--- config.mk ---
export PLATFORM = sky130hd
export DESIGN_NAME = cpu_top
export DESIGN_NICKNAME = d
export VERILOG_FILES = /design/src/verilog/cpu_pkg.sv /design/src/verilog/alu_shift.sv /design/src/verilog/control_fsm.sv /design/src/verilog/cpu_top.sv /design/src/verilog/fetch_unit.sv /design/src/verilog/inst_decoder.sv /design/src/verilog/reg_file.sv
export SDC_FILE = /design/constraint.sdc
export NUM_CORES = 2
export LEC_CHECK = 0
export BUFFER_PORTS_ARGS = -buffer_cell sky130_fd_sc_hd__buf_2
export CAP_MARGIN = 20
export CORE_MARGIN = 2
export CORE_UTILIZATION = 40
export DETAILED_ROUTE_END_ITERATION = 6
export PLACE_DENSITY_LB_ADDON = 0.08
export RECOVER_POWER = 25
export REMOVE_ABC_BUFFERS = 1
export SLEW_MARGIN = 20
export SYNTH_ARGS = -nofsm -noshare
export SYNTH_HDL_FRONTEND = slang
export SYNTH_HIERARCHICAL = 1
export SYNTH_SLANG_ARGS = --single-unit
--- constraint.sdc ---
create_clock -name clk -period 17.6 [get_ports clk]
set_input_delay 1.76 -clock clk [delete_from_list [all_inputs] [get_ports clk]]
set_output_delay 1.76 -clock clk [all_outputs]
set_load 0.05 [all_outputs]
--- src/verilog/cpu_pkg.sv ---
package cpu_pkg;

    localparam int XLEN        = 32;
    localparam int REG_ADDR_W  = 4;
    localparam int NUM_REGS    = 15;
    localparam int IMEM_ADDR_W = 6;
    localparam int PC_STEP     = 4;

    // Instruction word fields
    localparam int COND_HI       = 31;
    localparam int COND_LO       = 28;
    localparam int CLASS_HI      = 27;
    localparam int CLASS_LO      = 25;
    localparam int OPC_HI        = 24;
    localparam int OPC_LO        = 21;
    localparam int S_BIT         = 20;
    localparam int RN_HI         = 19;
    localparam int RN_LO         = 16;
    localparam int RD_HI         = 15;
    localparam int RD_LO         = 12;
    localparam int SHAMT_HI      = 11;
    localparam int SHAMT_LO      = 7;
    localparam int SHTYPE_HI     = 6;
    localparam int SHTYPE_LO     = 5;
    localparam int RM_HI         = 3;
    localparam int RM_LO         = 0;
    localparam int ROT_HI        = 11;
    localparam int ROT_LO        = 8;
    localparam int IMM8_HI       = 7;
    localparam int IMM8_LO       = 0;
    localparam int IMM24_HI      = 23;
    localparam int IMM24_LO      = 0;
    localparam int REG_SHIFT_BIT = 4;
    localparam int LINK_BIT      = 24;

    typedef enum logic [3:0] {
        OP_AND, OP_EOR, OP_SUB, OP_RSB, OP_ADD, OP_ADC, OP_SBC, OP_RSC,
        OP_TST, OP_TEQ, OP_CMP, OP_CMN, OP_ORR, OP_MOV, OP_BIC, OP_MVN
    } alu_op_e;

    typedef enum logic [1:0] {SH_LSL, SH_LSR, SH_ASR, SH_ROR} shift_e;

    typedef enum logic [3:0] {
        CC_EQ, CC_NE, CC_CS, CC_CC, CC_MI, CC_PL, CC_VS, CC_VC,
        CC_HI, CC_LS, CC_GE, CC_LT, CC_GT, CC_LE, CC_AL, CC_NV
    } cond_e;

    typedef enum logic [1:0] {FMT_DP_REG, FMT_DP_IMM, FMT_BRANCH, FMT_UNDEF} inst_fmt_e;

    typedef enum logic [2:0] {
        ST_IDLE, ST_FETCH, ST_DECODE, ST_EXEC, ST_WRITE, ST_BR_CALC, ST_BR_WRITE
    } state_e;

endpackage

--- src/verilog/alu_shift.sv ---
`timescale 1ns/1ns

module alu_shift (
    input  logic                     clk,
    input  logic                     Rst,
    input  logic                     lf,
    input  logic                     set_flags,
    input  logic [cpu_pkg::XLEN-1:0] ir,
    input  logic                     alu_a_sel,
    input  logic                     alu_b_sel,
    input  logic [cpu_pkg::XLEN-1:0] op_a,
    input  logic [cpu_pkg::XLEN-1:0] op_b,
    input  logic [cpu_pkg::XLEN-1:0] pc,
    output logic [cpu_pkg::XLEN-1:0] result,
    output logic [3:0]               nzcv
);
    import cpu_pkg::*;

    logic [XLEN-1:0]   sh_data;
    logic [4:0]        sh_amt;
    shift_e            sh_type;
    logic [XLEN:0]     lsl_ext;
    logic [XLEN:0]     lsr_ext;
    logic [XLEN:0]     asr_ext;
    logic [2*XLEN-1:0] ror_ext;
    logic [XLEN-1:0]   sh_out;
    logic              sh_c;
    logic [XLEN-1:0]   br_offset;
    logic [XLEN-1:0]   alu_a;
    logic [XLEN-1:0]   alu_b;
    alu_op_e           op;
    logic [XLEN-1:0]   add_x;
    logic [XLEN-1:0]   add_y;
    logic              add_cin;
    logic              arith;
    logic [XLEN:0]     sum;
    logic [XLEN-1:0]   alu_f;
    logic              alu_c;
    logic              alu_v;

    // I bit picks rotated imm8 over shifted rm
    always_comb begin
        if (ir[CLASS_LO]) begin
            sh_data = {{(XLEN-8){1'b0}}, ir[IMM8_HI:IMM8_LO]};
            sh_amt  = {ir[ROT_HI:ROT_LO], 1'b0};
            sh_type = SH_ROR;
        end else begin
            sh_data = op_b;
            sh_amt  = ir[SHAMT_HI:SHAMT_LO];
            sh_type = shift_e'(ir[SHTYPE_HI:SHTYPE_LO]);
        end
    end

    // Extra bit catches the last bit shifted out
    assign lsl_ext = {1'b0, sh_data} << sh_amt;
    assign lsr_ext = {sh_data, 1'b0} >> sh_amt;
    assign asr_ext = $signed({sh_data, 1'b0}) >>> sh_amt;
    assign ror_ext = {sh_data, sh_data} >> sh_amt;

    always_comb begin
        sh_out = sh_data;
        sh_c   = nzcv[1];
        if (sh_amt != '0) begin
            case (sh_type)
                SH_LSL: {sh_c, sh_out} = lsl_ext;
                SH_LSR: {sh_out, sh_c} = lsr_ext;
                SH_ASR: {sh_out, sh_c} = asr_ext;
                SH_ROR: begin
                    sh_out = ror_ext[XLEN-1:0];
                    sh_c   = ror_ext[XLEN-1];
                end
                default: sh_out = sh_data;
            endcase
        end
    end

    assign br_offset = {{(XLEN-26){ir[IMM24_HI]}}, ir[IMM24_HI:IMM24_LO], 2'b00};
    assign alu_a     = alu_a_sel ? pc : op_a;
    assign alu_b     = alu_b_sel ? br_offset : sh_out;
    assign op        = alu_b_sel ? OP_ADD : alu_op_e'(ir[OPC_HI:OPC_LO]);

    // Adder inputs, subtraction as inverted operand plus carry
    always_comb begin
        add_x   = alu_a;
        add_y   = alu_b;
        add_cin = 1'b0;
        arith   = 1'b1;
        case (op)
            OP_ADD, OP_CMN: arith = 1'b1;
            OP_ADC: add_cin = nzcv[1];
            OP_SUB, OP_CMP: begin
                add_y   = ~alu_b;
                add_cin = 1'b1;
            end
            OP_SBC: begin
                add_y   = ~alu_b;
                add_cin = nzcv[1];
            end
            OP_RSB: begin
                add_x   = alu_b;
                add_y   = ~alu_a;
                add_cin = 1'b1;
            end
            OP_RSC: begin
                add_x   = alu_b;
                add_y   = ~alu_a;
                add_cin = nzcv[1];
            end
            default: arith = 1'b0;
        endcase
    end

    assign sum = {1'b0, add_x} + {1'b0, add_y} + {{XLEN{1'b0}}, add_cin};

    always_comb begin
        case (op)
            OP_AND, OP_TST: alu_f = alu_a & alu_b;
            OP_EOR, OP_TEQ: alu_f = alu_a ^ alu_b;
            OP_ORR:         alu_f = alu_a | alu_b;
            OP_MOV:         alu_f = alu_b;
            OP_BIC:         alu_f = alu_a & ~alu_b;
            OP_MVN:         alu_f = ~alu_b;
            default:        alu_f = sum[XLEN-1:0];
        endcase
    end

    assign alu_c = arith ? sum[XLEN] : sh_c;
    assign alu_v = arith ? ((add_x[XLEN-1] == add_y[XLEN-1]) && (sum[XLEN-1] != add_x[XLEN-1]))
                         : nzcv[0];

    always_ff @(posedge clk) begin
        if (lf)
            result <= alu_f;
    end

    // Flags change only for S-bit instructions
    always_ff @(posedge clk or posedge Rst) begin
        if (Rst)
            nzcv <= '0;
        else if (lf && set_flags && ir[S_BIT])
            nzcv <= {alu_f[XLEN-1], alu_f == '0, alu_c, alu_v};
    end

endmodule

--- src/verilog/control_fsm.sv ---
`timescale 1ns/1ns

module control_fsm (
    input  logic               clk,
    input  logic               Rst,
    input  cpu_pkg::inst_fmt_e inst_fmt,
    input  logic               undef,
    input  logic               cond_pass,
    input  cpu_pkg::alu_op_e   opcode,
    output logic               write_pc,
    output logic               write_ir,
    output logic               pc_sel,
    output logic               la_lb,
    output logic               lf,
    output logic               set_flags,
    output logic               reg_we,
    output logic               alu_a_sel,
    output logic               alu_b_sel
);
    import cpu_pkg::*;

    state_e state;
    state_e next_state;
    logic   writes_rd;

    // Compares only touch the flags
    assign writes_rd = !(opcode inside {OP_TST, OP_TEQ, OP_CMP, OP_CMN});

    always_ff @(posedge clk or posedge Rst) begin
        if (Rst)
            state <= ST_IDLE;
        else
            state <= next_state;
    end

    always_comb begin
        case (state)
            ST_IDLE:   next_state = ST_FETCH;
            ST_FETCH:  next_state = ST_DECODE;
            ST_DECODE: begin
                if (!cond_pass || undef)
                    next_state = ST_FETCH;
                else if (inst_fmt == FMT_BRANCH)
                    next_state = ST_BR_CALC;
                else
                    next_state = ST_EXEC;
            end
            ST_EXEC:     next_state = ST_WRITE;
            ST_WRITE:    next_state = ST_FETCH;
            ST_BR_CALC:  next_state = ST_BR_WRITE;
            ST_BR_WRITE: next_state = ST_FETCH;
            default:     next_state = ST_IDLE;
        endcase
    end

    // Strobes follow the next state so they are valid for the whole state
    always_ff @(posedge clk or posedge Rst) begin
        if (Rst) begin
            write_pc  <= 1'b0;
            write_ir  <= 1'b0;
            pc_sel    <= 1'b0;
            la_lb     <= 1'b0;
            lf        <= 1'b0;
            set_flags <= 1'b0;
            reg_we    <= 1'b0;
            alu_a_sel <= 1'b0;
            alu_b_sel <= 1'b0;
        end else begin
            write_pc  <= 1'b0;
            write_ir  <= 1'b0;
            pc_sel    <= 1'b0;
            la_lb     <= 1'b0;
            lf        <= 1'b0;
            set_flags <= 1'b0;
            reg_we    <= 1'b0;
            alu_a_sel <= 1'b0;
            alu_b_sel <= 1'b0;
            case (next_state)
                ST_FETCH: begin
                    write_pc <= 1'b1;
                    write_ir <= 1'b1;
                end
                ST_DECODE: la_lb <= 1'b1;
                ST_EXEC: begin
                    lf        <= 1'b1;
                    set_flags <= 1'b1;
                end
                ST_WRITE: reg_we <= writes_rd;
                ST_BR_CALC: begin
                    // PC plus scaled offset
                    lf        <= 1'b1;
                    alu_a_sel <= 1'b1;
                    alu_b_sel <= 1'b1;
                end
                ST_BR_WRITE: begin
                    write_pc <= 1'b1;
                    pc_sel   <= 1'b1;
                end
                default: ;
            endcase
        end
    end

endmodule

--- src/verilog/cpu_top.sv ---
`timescale 1ns/1ns

module cpu_top (
    input  logic                            clk,
    input  logic                            Rst,
    input  logic [cpu_pkg::XLEN-1:0]        inst,
    output logic [cpu_pkg::IMEM_ADDR_W-1:0] inst_addr,
    output logic                            reg_we,
    output logic [cpu_pkg::REG_ADDR_W-1:0]  reg_waddr,
    output logic [cpu_pkg::XLEN-1:0]        reg_wdata,
    output logic [3:0]                      nzcv
);
    import cpu_pkg::*;

    logic [XLEN-1:0] pc;
    logic [XLEN-1:0] ir;
    logic [XLEN-1:0] result;
    logic [XLEN-1:0] rdata_a;
    logic [XLEN-1:0] rdata_b;
    logic            cond_pass;
    inst_fmt_e       inst_fmt;
    logic            undef;
    alu_op_e         opcode;
    logic            write_pc;
    logic            write_ir;
    logic            pc_sel;
    logic            la_lb;
    logic            lf;
    logic            set_flags;
    logic            alu_a_sel;
    logic            alu_b_sel;

    // Word address, byte offset dropped
    assign inst_addr = pc[IMEM_ADDR_W+1:2];
    assign opcode    = alu_op_e'(ir[OPC_HI:OPC_LO]);
    assign reg_waddr = ir[RD_HI:RD_LO];
    assign reg_wdata = result;

    fetch_unit u_fetch (
        .clk(clk), .Rst(Rst), .inst(inst), .write_ir(write_ir), .write_pc(write_pc),
        .pc_sel(pc_sel), .result(result), .nzcv(nzcv), .pc(pc), .ir(ir),
        .cond_pass(cond_pass)
    );

    inst_decoder u_decoder (.ir(ir), .inst_fmt(inst_fmt), .undef(undef));

    control_fsm u_ctrl (
        .clk(clk), .Rst(Rst), .inst_fmt(inst_fmt), .undef(undef), .cond_pass(cond_pass),
        .opcode(opcode), .write_pc(write_pc), .write_ir(write_ir), .pc_sel(pc_sel),
        .la_lb(la_lb), .lf(lf), .set_flags(set_flags), .reg_we(reg_we),
        .alu_a_sel(alu_a_sel), .alu_b_sel(alu_b_sel)
    );

    reg_file u_regs (
        .clk(clk), .Rst(Rst), .la_lb(la_lb), .reg_we(reg_we),
        .raddr_a(ir[RN_HI:RN_LO]), .raddr_b(ir[RM_HI:RM_LO]), .waddr(ir[RD_HI:RD_LO]),
        .wdata(result), .rdata_a(rdata_a), .rdata_b(rdata_b)
    );

    alu_shift u_alu (
        .clk(clk), .Rst(Rst), .lf(lf), .set_flags(set_flags), .ir(ir),
        .alu_a_sel(alu_a_sel), .alu_b_sel(alu_b_sel), .op_a(rdata_a), .op_b(rdata_b),
        .pc(pc), .result(result), .nzcv(nzcv)
    );

endmodule

--- src/verilog/fetch_unit.sv ---
`timescale 1ns/1ns

module fetch_unit (
    input  logic                     clk,
    input  logic                     Rst,
    input  logic [cpu_pkg::XLEN-1:0] inst,
    input  logic                     write_ir,
    input  logic                     write_pc,
    input  logic                     pc_sel,
    input  logic [cpu_pkg::XLEN-1:0] result,
    input  logic [3:0]               nzcv,
    output logic [cpu_pkg::XLEN-1:0] pc,
    output logic [cpu_pkg::XLEN-1:0] ir,
    output logic                     cond_pass
);
    import cpu_pkg::*;

    cond_e cond;
    logic  n_f;
    logic  z_f;
    logic  c_f;
    logic  v_f;

    always_ff @(posedge clk or posedge Rst) begin
        if (Rst) begin
            pc <= '0;
            ir <= '0;
        end else begin
            // Branch target comes back through the ALU result
            if (write_pc)
                pc <= pc_sel ? result : pc + XLEN'(PC_STEP);
            if (write_ir)
                ir <= inst;
        end
    end

    assign cond = cond_e'(ir[COND_HI:COND_LO]);
    assign {n_f, z_f, c_f, v_f} = nzcv;

    always_comb begin
        case (cond)
            CC_EQ: cond_pass = z_f;
            CC_NE: cond_pass = !z_f;
            CC_CS: cond_pass = c_f;
            CC_CC: cond_pass = !c_f;
            CC_MI: cond_pass = n_f;
            CC_PL: cond_pass = !n_f;
            CC_VS: cond_pass = v_f;
            CC_VC: cond_pass = !v_f;
            CC_HI: cond_pass = c_f && !z_f;
            CC_LS: cond_pass = !c_f || z_f;
            CC_GE: cond_pass = n_f == v_f;
            CC_LT: cond_pass = n_f != v_f;
            CC_GT: cond_pass = !z_f && (n_f == v_f);
            CC_LE: cond_pass = z_f || (n_f != v_f);
            CC_AL: cond_pass = 1'b1;
            CC_NV: cond_pass = 1'b0;
            default: cond_pass = 1'b0;
        endcase
    end

endmodule

--- src/verilog/inst_decoder.sv ---
`timescale 1ns/1ns

module inst_decoder (
    input  logic [cpu_pkg::XLEN-1:0] ir,
    output cpu_pkg::inst_fmt_e       inst_fmt,
    output logic                     undef
);
    import cpu_pkg::*;

    logic [2:0]            cls;
    logic [REG_ADDR_W-1:0] rn;
    logic [REG_ADDR_W-1:0] rd;
    logic [REG_ADDR_W-1:0] rm;
    alu_op_e               opc;
    logic                  is_dp;
    logic                  uses_pc;
    logic                  cmp_no_s;

    assign cls = ir[CLASS_HI:CLASS_LO];
    assign rn  = ir[RN_HI:RN_LO];
    assign rd  = ir[RD_HI:RD_LO];
    assign rm  = ir[RM_HI:RM_LO];
    assign opc = alu_op_e'(ir[OPC_HI:OPC_LO]);

    always_comb begin
        case (cls)
            3'b000:  inst_fmt = ir[REG_SHIFT_BIT] ? FMT_UNDEF : FMT_DP_REG;
            3'b001:  inst_fmt = FMT_DP_IMM;
            3'b101:  inst_fmt = ir[LINK_BIT] ? FMT_UNDEF : FMT_BRANCH;
            default: inst_fmt = FMT_UNDEF;
        endcase
    end

    assign is_dp = (inst_fmt == FMT_DP_REG) || (inst_fmt == FMT_DP_IMM);

    // No r15 access, rm only exists in the register form
    assign uses_pc = (rd == '1) || (rn == '1) || ((inst_fmt == FMT_DP_REG) && (rm == '1));

    // Compare opcodes without S belong to other instruction groups
    assign cmp_no_s = (opc inside {OP_TST, OP_TEQ, OP_CMP, OP_CMN}) && !ir[S_BIT];

    assign undef = (inst_fmt == FMT_UNDEF) || (is_dp && (uses_pc || cmp_no_s));

endmodule

--- src/verilog/reg_file.sv ---
`timescale 1ns/1ns

module reg_file (
    input  logic                           clk,
    input  logic                           Rst,
    input  logic                           la_lb,
    input  logic                           reg_we,
    input  logic [cpu_pkg::REG_ADDR_W-1:0] raddr_a,
    input  logic [cpu_pkg::REG_ADDR_W-1:0] raddr_b,
    input  logic [cpu_pkg::REG_ADDR_W-1:0] waddr,
    input  logic [cpu_pkg::XLEN-1:0]       wdata,
    output logic [cpu_pkg::XLEN-1:0]       rdata_a,
    output logic [cpu_pkg::XLEN-1:0]       rdata_b
);
    import cpu_pkg::*;

    logic [XLEN-1:0] regs [NUM_REGS];

    always_ff @(posedge clk or posedge Rst) begin
        if (Rst) begin
            for (int i = 0; i < NUM_REGS; i++)
                regs[i] <= '0;
        end else if (reg_we && (waddr < NUM_REGS)) begin
            regs[waddr] <= wdata;
        end
    end

    // Operand latches, loaded in DECODE
    always_ff @(posedge clk) begin
        if (la_lb) begin
            rdata_a <= (raddr_a < NUM_REGS) ? regs[raddr_a] : '0;
            rdata_b <= (raddr_b < NUM_REGS) ? regs[raddr_b] : '0;
        end
    end

endmodule
; ---- Word-level counts from Yosys, hierarchy flattened
; Index checks and enable logic that the tools add are counted.
[classes]
n_addsub = 3
n_lt_le_gt_ge = 7
eq_ne = 61
shift = 4
mux = 41
bitwise = 9
n_reduce_logical = 47
[op_table]
columns = cell, n
row1 = $bwmux 480, 1
row2 = $mux 32, 11
row3 = $bmux 32 s4, 2
row4 = $pmux 32 s6, 1
row5 = $demux 32 s4, 1
row6 = $pmux 32 s4, 1
row7 = $eq 4x4->1 const B, 23
row8 = $and 32x32->32, 2
row9 = $not 32->32, 2
row10 = $pmux 32 s2, 1
row11 = $shr 64x5->32, 1
row12 = $add 32x32->33, 1
row13 = $add 33x1->33, 1
row14 = $shl 32x5->33, 1
row15 = $shr 33x5->33, 1
row16 = $sshr 33x5->33, 1
row17 = $add 32x3->32 const B, 1
row18 = $eq 4x3->1 const B, 8
row19 = $logic_not 32->1, 1
row20 = $or 32x32->32, 1
row21 = $xor 32x32->32, 1
row22 = $eq 3x3->1 const B, 7
row23 = $eq 4x2->1 const B, 4
row24 = $pmux 1 s16, 1
row25 = 32 further kinds, 97
[totals]
register_bits = 655
input_bits = 34
output_inout_bits = 47
wordCells = 204

; ---- Logic depth before layout (Yosys ltp)
[logic_depth]
depth_word = 14
depth_mapped = 27
depth_no_buf = 22

; ---- By module
; Netlist, hierarchy kept.
[by_module_without_submodules]
columns = mod, n_inst, cells_per_inst, area_per_inst_um2
row1 = reg_file, 1, 1913, 27612.7
row2 = alu_shift, 1, 1919, 14086.0
row3 = fetch_unit, 1, 310, 3239.4
row4 = control_fsm, 1, 33, 419.2
row5 = inst_decoder, 1, 13, 96.3

; ---- Least setup slack after synthesis
; Ideal clock, no wire load.
[synth_path]
path_type = reg2reg
startpoint = reg u_fetch/ir[9] (netlist name)
endpoint = reg u_alu.nzcv[2]
t_arrival_ns = 5.837
required_time_ns = 17.505
path_slack_ns = 11.668
path_stages_with_launch = 24
cell_sequence = dfrtp_1 buf_4 buf_6 buf_4 mux2_2 a22o_1 a2111o_1 o211ai_1 o31ai_1 a22oi_1 mux2i_1 fa_1 fa_1 a2111o_1 a311o_1 o2bb2ai_1 o31ai_1 a311oi_1 nor2_1 xnor2_1 a22oi_1 a2111oi_0 nand4_1 o31ai_1
[synth_between]
elab_chain_cells = 10
[synth_lines]
columns = element, line
row1 = "start, declared", fetch_unit.sv:13  ; output logic [cpu_pkg::XLEN-1:0] ir,
row2 = "start signal, assigned", fetch_unit.sv:33  ; ir <= inst;
row3 = "$shr 64x5->32, or another cell as far along", alu_shift.sv:58  ; assign ror_ext = {sh_data, sh_data} >> sh_amt;
row4 = $pmux 32 s4, alu_shift.sv:64  ; case (sh_type)
row5 = $mux 32, alu_shift.sv:63  ; if (sh_amt != '0) begin
row6 = $mux 32 (*), alu_shift.sv:79  ; assign alu_b = alu_b_sel ? br_offset : sh_out;
row7 = $not 32->32, --
row8 = $pmux 32 s2, alu_shift.sv:88  ; case (op)
row9 = $add 32x32->33, alu_shift.sv:113  ; assign sum = {1'b0, add_x} + {1'b0, add_y} + {{XLEN{1'b0}}, add_cin};
row10 = $add 33x1->33, alu_shift.sv:113
row11 = $pmux 32 s6 (*), alu_shift.sv:116  ; case (op)
row12 = via u_alu.alu_f[24], alu_shift.sv:37  ; logic [XLEN-1:0] alu_f;
row13 = $logic_not 32->1 (*), alu_shift.sv:141  ; nzcv <= {alu_f[XLEN-1], alu_f == '0, alu_c, alu_v};
row14 = "end signal, assigned", alu_shift.sv:141
row15 = "end, declared", alu_shift.sv:15  ; output logic [3:0] nzcv
; Mark *: on every way through the listed nets, which the timed path passes. The rest lies on a longest branch.
; A chain may end at the register's enable or synchronous reset.

; ---- Worst setup path after layout
[layout_path]
startpoint = reg u_fetch/ir[7] (netlist name)
endpoint = reg u_alu.nzcv[2]
[layout_between]
elab_chain_cells = 11
[layout_lines]
columns = element, line
row1 = $mux 32 or $mux 1 (tied branches), alu_shift.sv:43  ; if (ir[CLASS_LO]) begin
row2 = "$shr 64x5->32, or another cell as far along", alu_shift.sv:58
row3 = $pmux 32 s4, alu_shift.sv:64
row4 = $mux 32, alu_shift.sv:63
row5 = $mux 32 (*), alu_shift.sv:79
row6 = $not 32->32, --
row7 = $pmux 32 s2, alu_shift.sv:88
row8 = $add 32x32->33, alu_shift.sv:113
row9 = $add 33x1->33, alu_shift.sv:113
row10 = $pmux 32 s6 (*), alu_shift.sv:116
row11 = via u_alu.alu_f[24], alu_shift.sv:37
row12 = $logic_not 32->1 (*), alu_shift.sv:141
; Marks and branches as above.

==> out/qor.yml <==
period_share_pct: 56.5
route.final.wire_length_mm: 200
timing.critical_path.to_type: "register"
worstPathMaxFanout: 72
cts_setup_buffers: 0
cts_inserted_buffers: 82
timing.critical_path.required_ns: 18.20
gr-usage-all-layers_pct: 33.7
post_synth_inst_count: 4188
status: "finished, violations left"
crit_start: "u_fetch/ir[7]"
final.hold.worst_slack_ns: 0.490
grt_pass1_vias: 36718
die_height_um: 341
cts_buffer_depth: 3
ys_seq_area_share_pct: 37.1
worst_min_delay_path_category: "register to register"
cp_data_arrival_time_ns: 10.53
vdd.ir_drop.worst_v: 0.0000809
report.final.hold_viol_count: 0
dpl_cell_area_um2: 47200
post-place-ws_ns: 9.24
critPathLaunchType: "register"
core-area_um2: 113000
finish.cell_count_without_fillers: 5683
synth_edf_count: 96
setup-tns-final_ns: 0
power_density_nw_per_um2: 131
violations: "max-capacitance violations, max-slew violations"
synthFlopType: "sky130_fd_sc_hd__dfrtp_1"
hold_start: "u_fetch/pc[0]"
cp.buffers_inverters: 0
worst_pin_slew_ns: 4.86
route.detailed.drc: 0
drt_pre_antenna_iters: 6
clk_latency_ns: 0.70
dieArea_um2: 116000
h-tree-depth: 3
clock_skew_ns: 0.0608
via_per_inst: 6.75
finalSetupViolCount: 0
synth-async-reset-ratio_pct: 85.3
vias: 38347
netlist.top_cell.by_area: "sky130_fd_sc_hd__dfrtp_1"
cp_slowest_cell: "sky130_fd_sc_hd__dfrtp_1"
drive_above_1_share_pct: 27.5
yosys.cell_count.top_type: "sky130_fd_sc_hd__dfrtp_1"
num_io_pins: 81
period_minus_slack_ns: 9.94
critical-path-top-cell-by-count: "sky130_fd_sc_hd__o31ai_1"
grt_setup_unrepaired: "false"
grt_max_degree: 134
detailed_place_hpwl_mm: 130
routed_wire_length_per_instance_um: 35.2
total_leakage_power_nw: 21.3
synth_top_cells_by_count: "559 x sky130_fd_sc_hd__dfrtp_1, 548 x sky130_fd_sc_hd__mux2_2, 310 x sky130_fd_sc_hd__mux2i_1"
io_buffers: 80
r2r_path_start: "u_fetch/ir[7]"
top_area_cell_type_share_of_the_netlist_area_pct: 30.8
syn-cell-area_um2: 45500
layout.nets: 4209
cts.clk_slew.worst_paths_ns: 0.07
final_weighted_congestion_of_routability_driven_global_placement: 1.07
synthToLayoutAreaGrowth_pct: 9.98
first_pass_grt_wire_length_mm: 283
timing.final.max_slew_violations: 492
place.detailed.instances: 5525
cell_at_the_root_of_the_clock_tree: "sky130_fd_sc_hd__clkbuf_16"
ant_nets: 0
ys_warn_count: 6
core.rowCount: 123
total_power_mw: 6.54
initial_utilization_pct: 40.3
postLayoutSetupSlackWorst_ns: 7.66
die-width_um: 341
cts-hold-fix-buffers: 0
slew_headroom_pct: -224
summed_area_of_non_filler_cells_in_the_final_layout_um2: 50000
synthesized_flop_and_latch_total: 655
tritoncts: "done"
fmax_mhz: 101
synth_area_per_cell_um2: 10.9
antenna_violations_before_repair: 8
path_delay_family: "compound AO/OA/AOI/OAI gates"
drt_first_iter_violations: 4590
number_of_resized_instances_in_the_post_cts_repair_step: 0
ys_top_cells_by_area: "sky130_fd_sc_hd__dfrtp_1 31%, sky130_fd_sc_hd__mux2_2 14%, sky130_fd_sc_hd__mux2i_1 6.8%"
worst_path_largest_cell_delay_ns: 2.47
total_global_routing_overflow: 0
worst-setup-path-type: "register to register"
crit_chain: "nand2b_1, nand3_1, o31a_1, o221ai_1, a211oi_1, mux2i_1, fa_1, a2111o_1, a311o_1, o2bb2ai_1, o31ai_1, a311oi_1, nor2_1, xnor2_1, a22oi_1, a2111oi_0, nand4_1, o31ai_1"
synth.lib_cells_used.distinct: 122
cts.sink_count: 655
layout.core_utilization_pct: 44.4
cap_violations: 11
## kinds of logic (layout without fill, tap and decap cells)
family                   count (synthesis)  count (layout)  share of synthesized area, %
adder cells (fa/ha/maj)                 66              66                          1.85
flip-flops                             655             655                          37.1
XOR/XNOR                                25              25                         0.482
other                                    0               4                             0
buffers and inverters                  454             445                          4.68
AO/OA/AOI/OAI                         1165            1165                          18.1
AND/OR/NAND/NOR                        796             796                          9.12
multiplexers                          1027            1027                          28.7
## worst min-delay path, delay by kind of cell, from the launching register on
kind             cells  cell delay, ns
DFF                  1            0.34
and+or+nand+nor      2            0.12
## registers in the layout (all words and copies together), names as in the netlist, 3 cells and up
signal,cells
u_regs/regs,480
u_alu/result,32
u_fetch/ir,32
u_fetch/pc,32
u_regs/rdata_a,32
u_regs/rdata_b,32
u_alu/nzcv,4
u_ctrl/state,3
## layout by cell type, fill, tap and decap left out, types with 16 or more instances in the layout
| master | netlist | routed |
|---|---|---|
| sky130_fd_sc_hd__a211oi_1 | 97 | 97 |
| sky130_fd_sc_hd__a21o_1 | 36 | 36 |
| sky130_fd_sc_hd__a21oi_1 | 199 | 198 |
| sky130_fd_sc_hd__a221oi_1 | 20 | 20 |
| sky130_fd_sc_hd__a22oi_1 | 89 | 89 |
| sky130_fd_sc_hd__a31oi_1 | 32 | 32 |
| sky130_fd_sc_hd__and2_1 | 21 | 21 |
| sky130_fd_sc_hd__and3_1 | 18 | 17 |
| sky130_fd_sc_hd__buf_2 | 117 | 79 |
| sky130_fd_sc_hd__buf_4 | 28 | 140 |
| sky130_fd_sc_hd__clkbuf_1 | 199 | 35 |
| sky130_fd_sc_hd__clkbuf_16 | 0 | 85 |
| sky130_fd_sc_hd__clkbuf_8 | 0 | 17 |
| sky130_fd_sc_hd__dfrtp_1 | 559 | 547 |
| sky130_fd_sc_hd__edfxtp_1 | 96 | 96 |
| sky130_fd_sc_hd__ha_1 | 64 | 64 |
| sky130_fd_sc_hd__inv_1 | 56 | 55 |
| sky130_fd_sc_hd__mux2_2 | 548 | 548 |
| sky130_fd_sc_hd__mux2i_1 | 310 | 310 |
| sky130_fd_sc_hd__mux4_1 | 21 | 21 |
| sky130_fd_sc_hd__mux4_2 | 137 | 137 |
| sky130_fd_sc_hd__nand2_1 | 167 | 165 |
| sky130_fd_sc_hd__nand2b_1 | 39 | 35 |
| sky130_fd_sc_hd__nand3_1 | 57 | 57 |
| sky130_fd_sc_hd__nand3b_1 | 16 | 16 |
| sky130_fd_sc_hd__nor2_1 | 211 | 202 |
| sky130_fd_sc_hd__nor2b_1 | 72 | 65 |
| sky130_fd_sc_hd__nor3_1 | 65 | 61 |
| sky130_fd_sc_hd__o211ai_1 | 53 | 53 |
| sky130_fd_sc_hd__o21a_1 | 20 | 20 |
| sky130_fd_sc_hd__o21ai_0 | 184 | 184 |
| sky130_fd_sc_hd__o221ai_1 | 23 | 23 |
| sky130_fd_sc_hd__o22ai_1 | 94 | 94 |
| sky130_fd_sc_hd__o2bb2ai_1 | 53 | 53 |
| sky130_fd_sc_hd__o31ai_1 | 26 | 26 |
| sky130_fd_sc_hd__or3_1 | 23 | 21 |
## cell type report
| class | instances | area [um^2] |
|---|---|---|
| fillers | 10797 | 62700 |
| multi-input cells | 3079 | 26600 |
| flip-flops and latches | 655 | 16900 |
| clock buffers | 128 | 2460 |
| well taps | 1500 | 1880 |
| repair buffers | 232 | 1560 |
| clock inverters | 26 | 353 |
| inverters | 59 | 223 |
| diodes | 4 | 10.0 |
## report_power, final
part / leakage [nW] / switching, mW / internal, mW
Clock: 1.37 / 0.725 / 1.01
Sequential: 8.59 / 0.322 / 1.79
Combinational: 11.4 / 1.68 / 1.01
## path summary, 6_finish.rpt
kind | to | slack, ns | cells after the start
worst max-delay path | u_alu/nzcv[2] | 7.66 | 18
worst min-delay path | u_fetch/pc[0] | 0.49 | 2
worst max register to register | u_alu/nzcv[2] | 7.66 | 18
min in group asynchronous | u_alu/nzcv[2] | 1.20 | 2
max in group asynchronous | u_regs/regs[213] | 11.46 | 4
worst min register to register | u_fetch/pc[0] | 0.49 | 2
## per-layer routing
layer,track usage (%),part of all wire [%]
met3,6.04,7.7
met5,0,0.0060
met2,49.8,43
met4,18.6,6.5
met1,46.8,43
(Power assumes the default switching activity.)
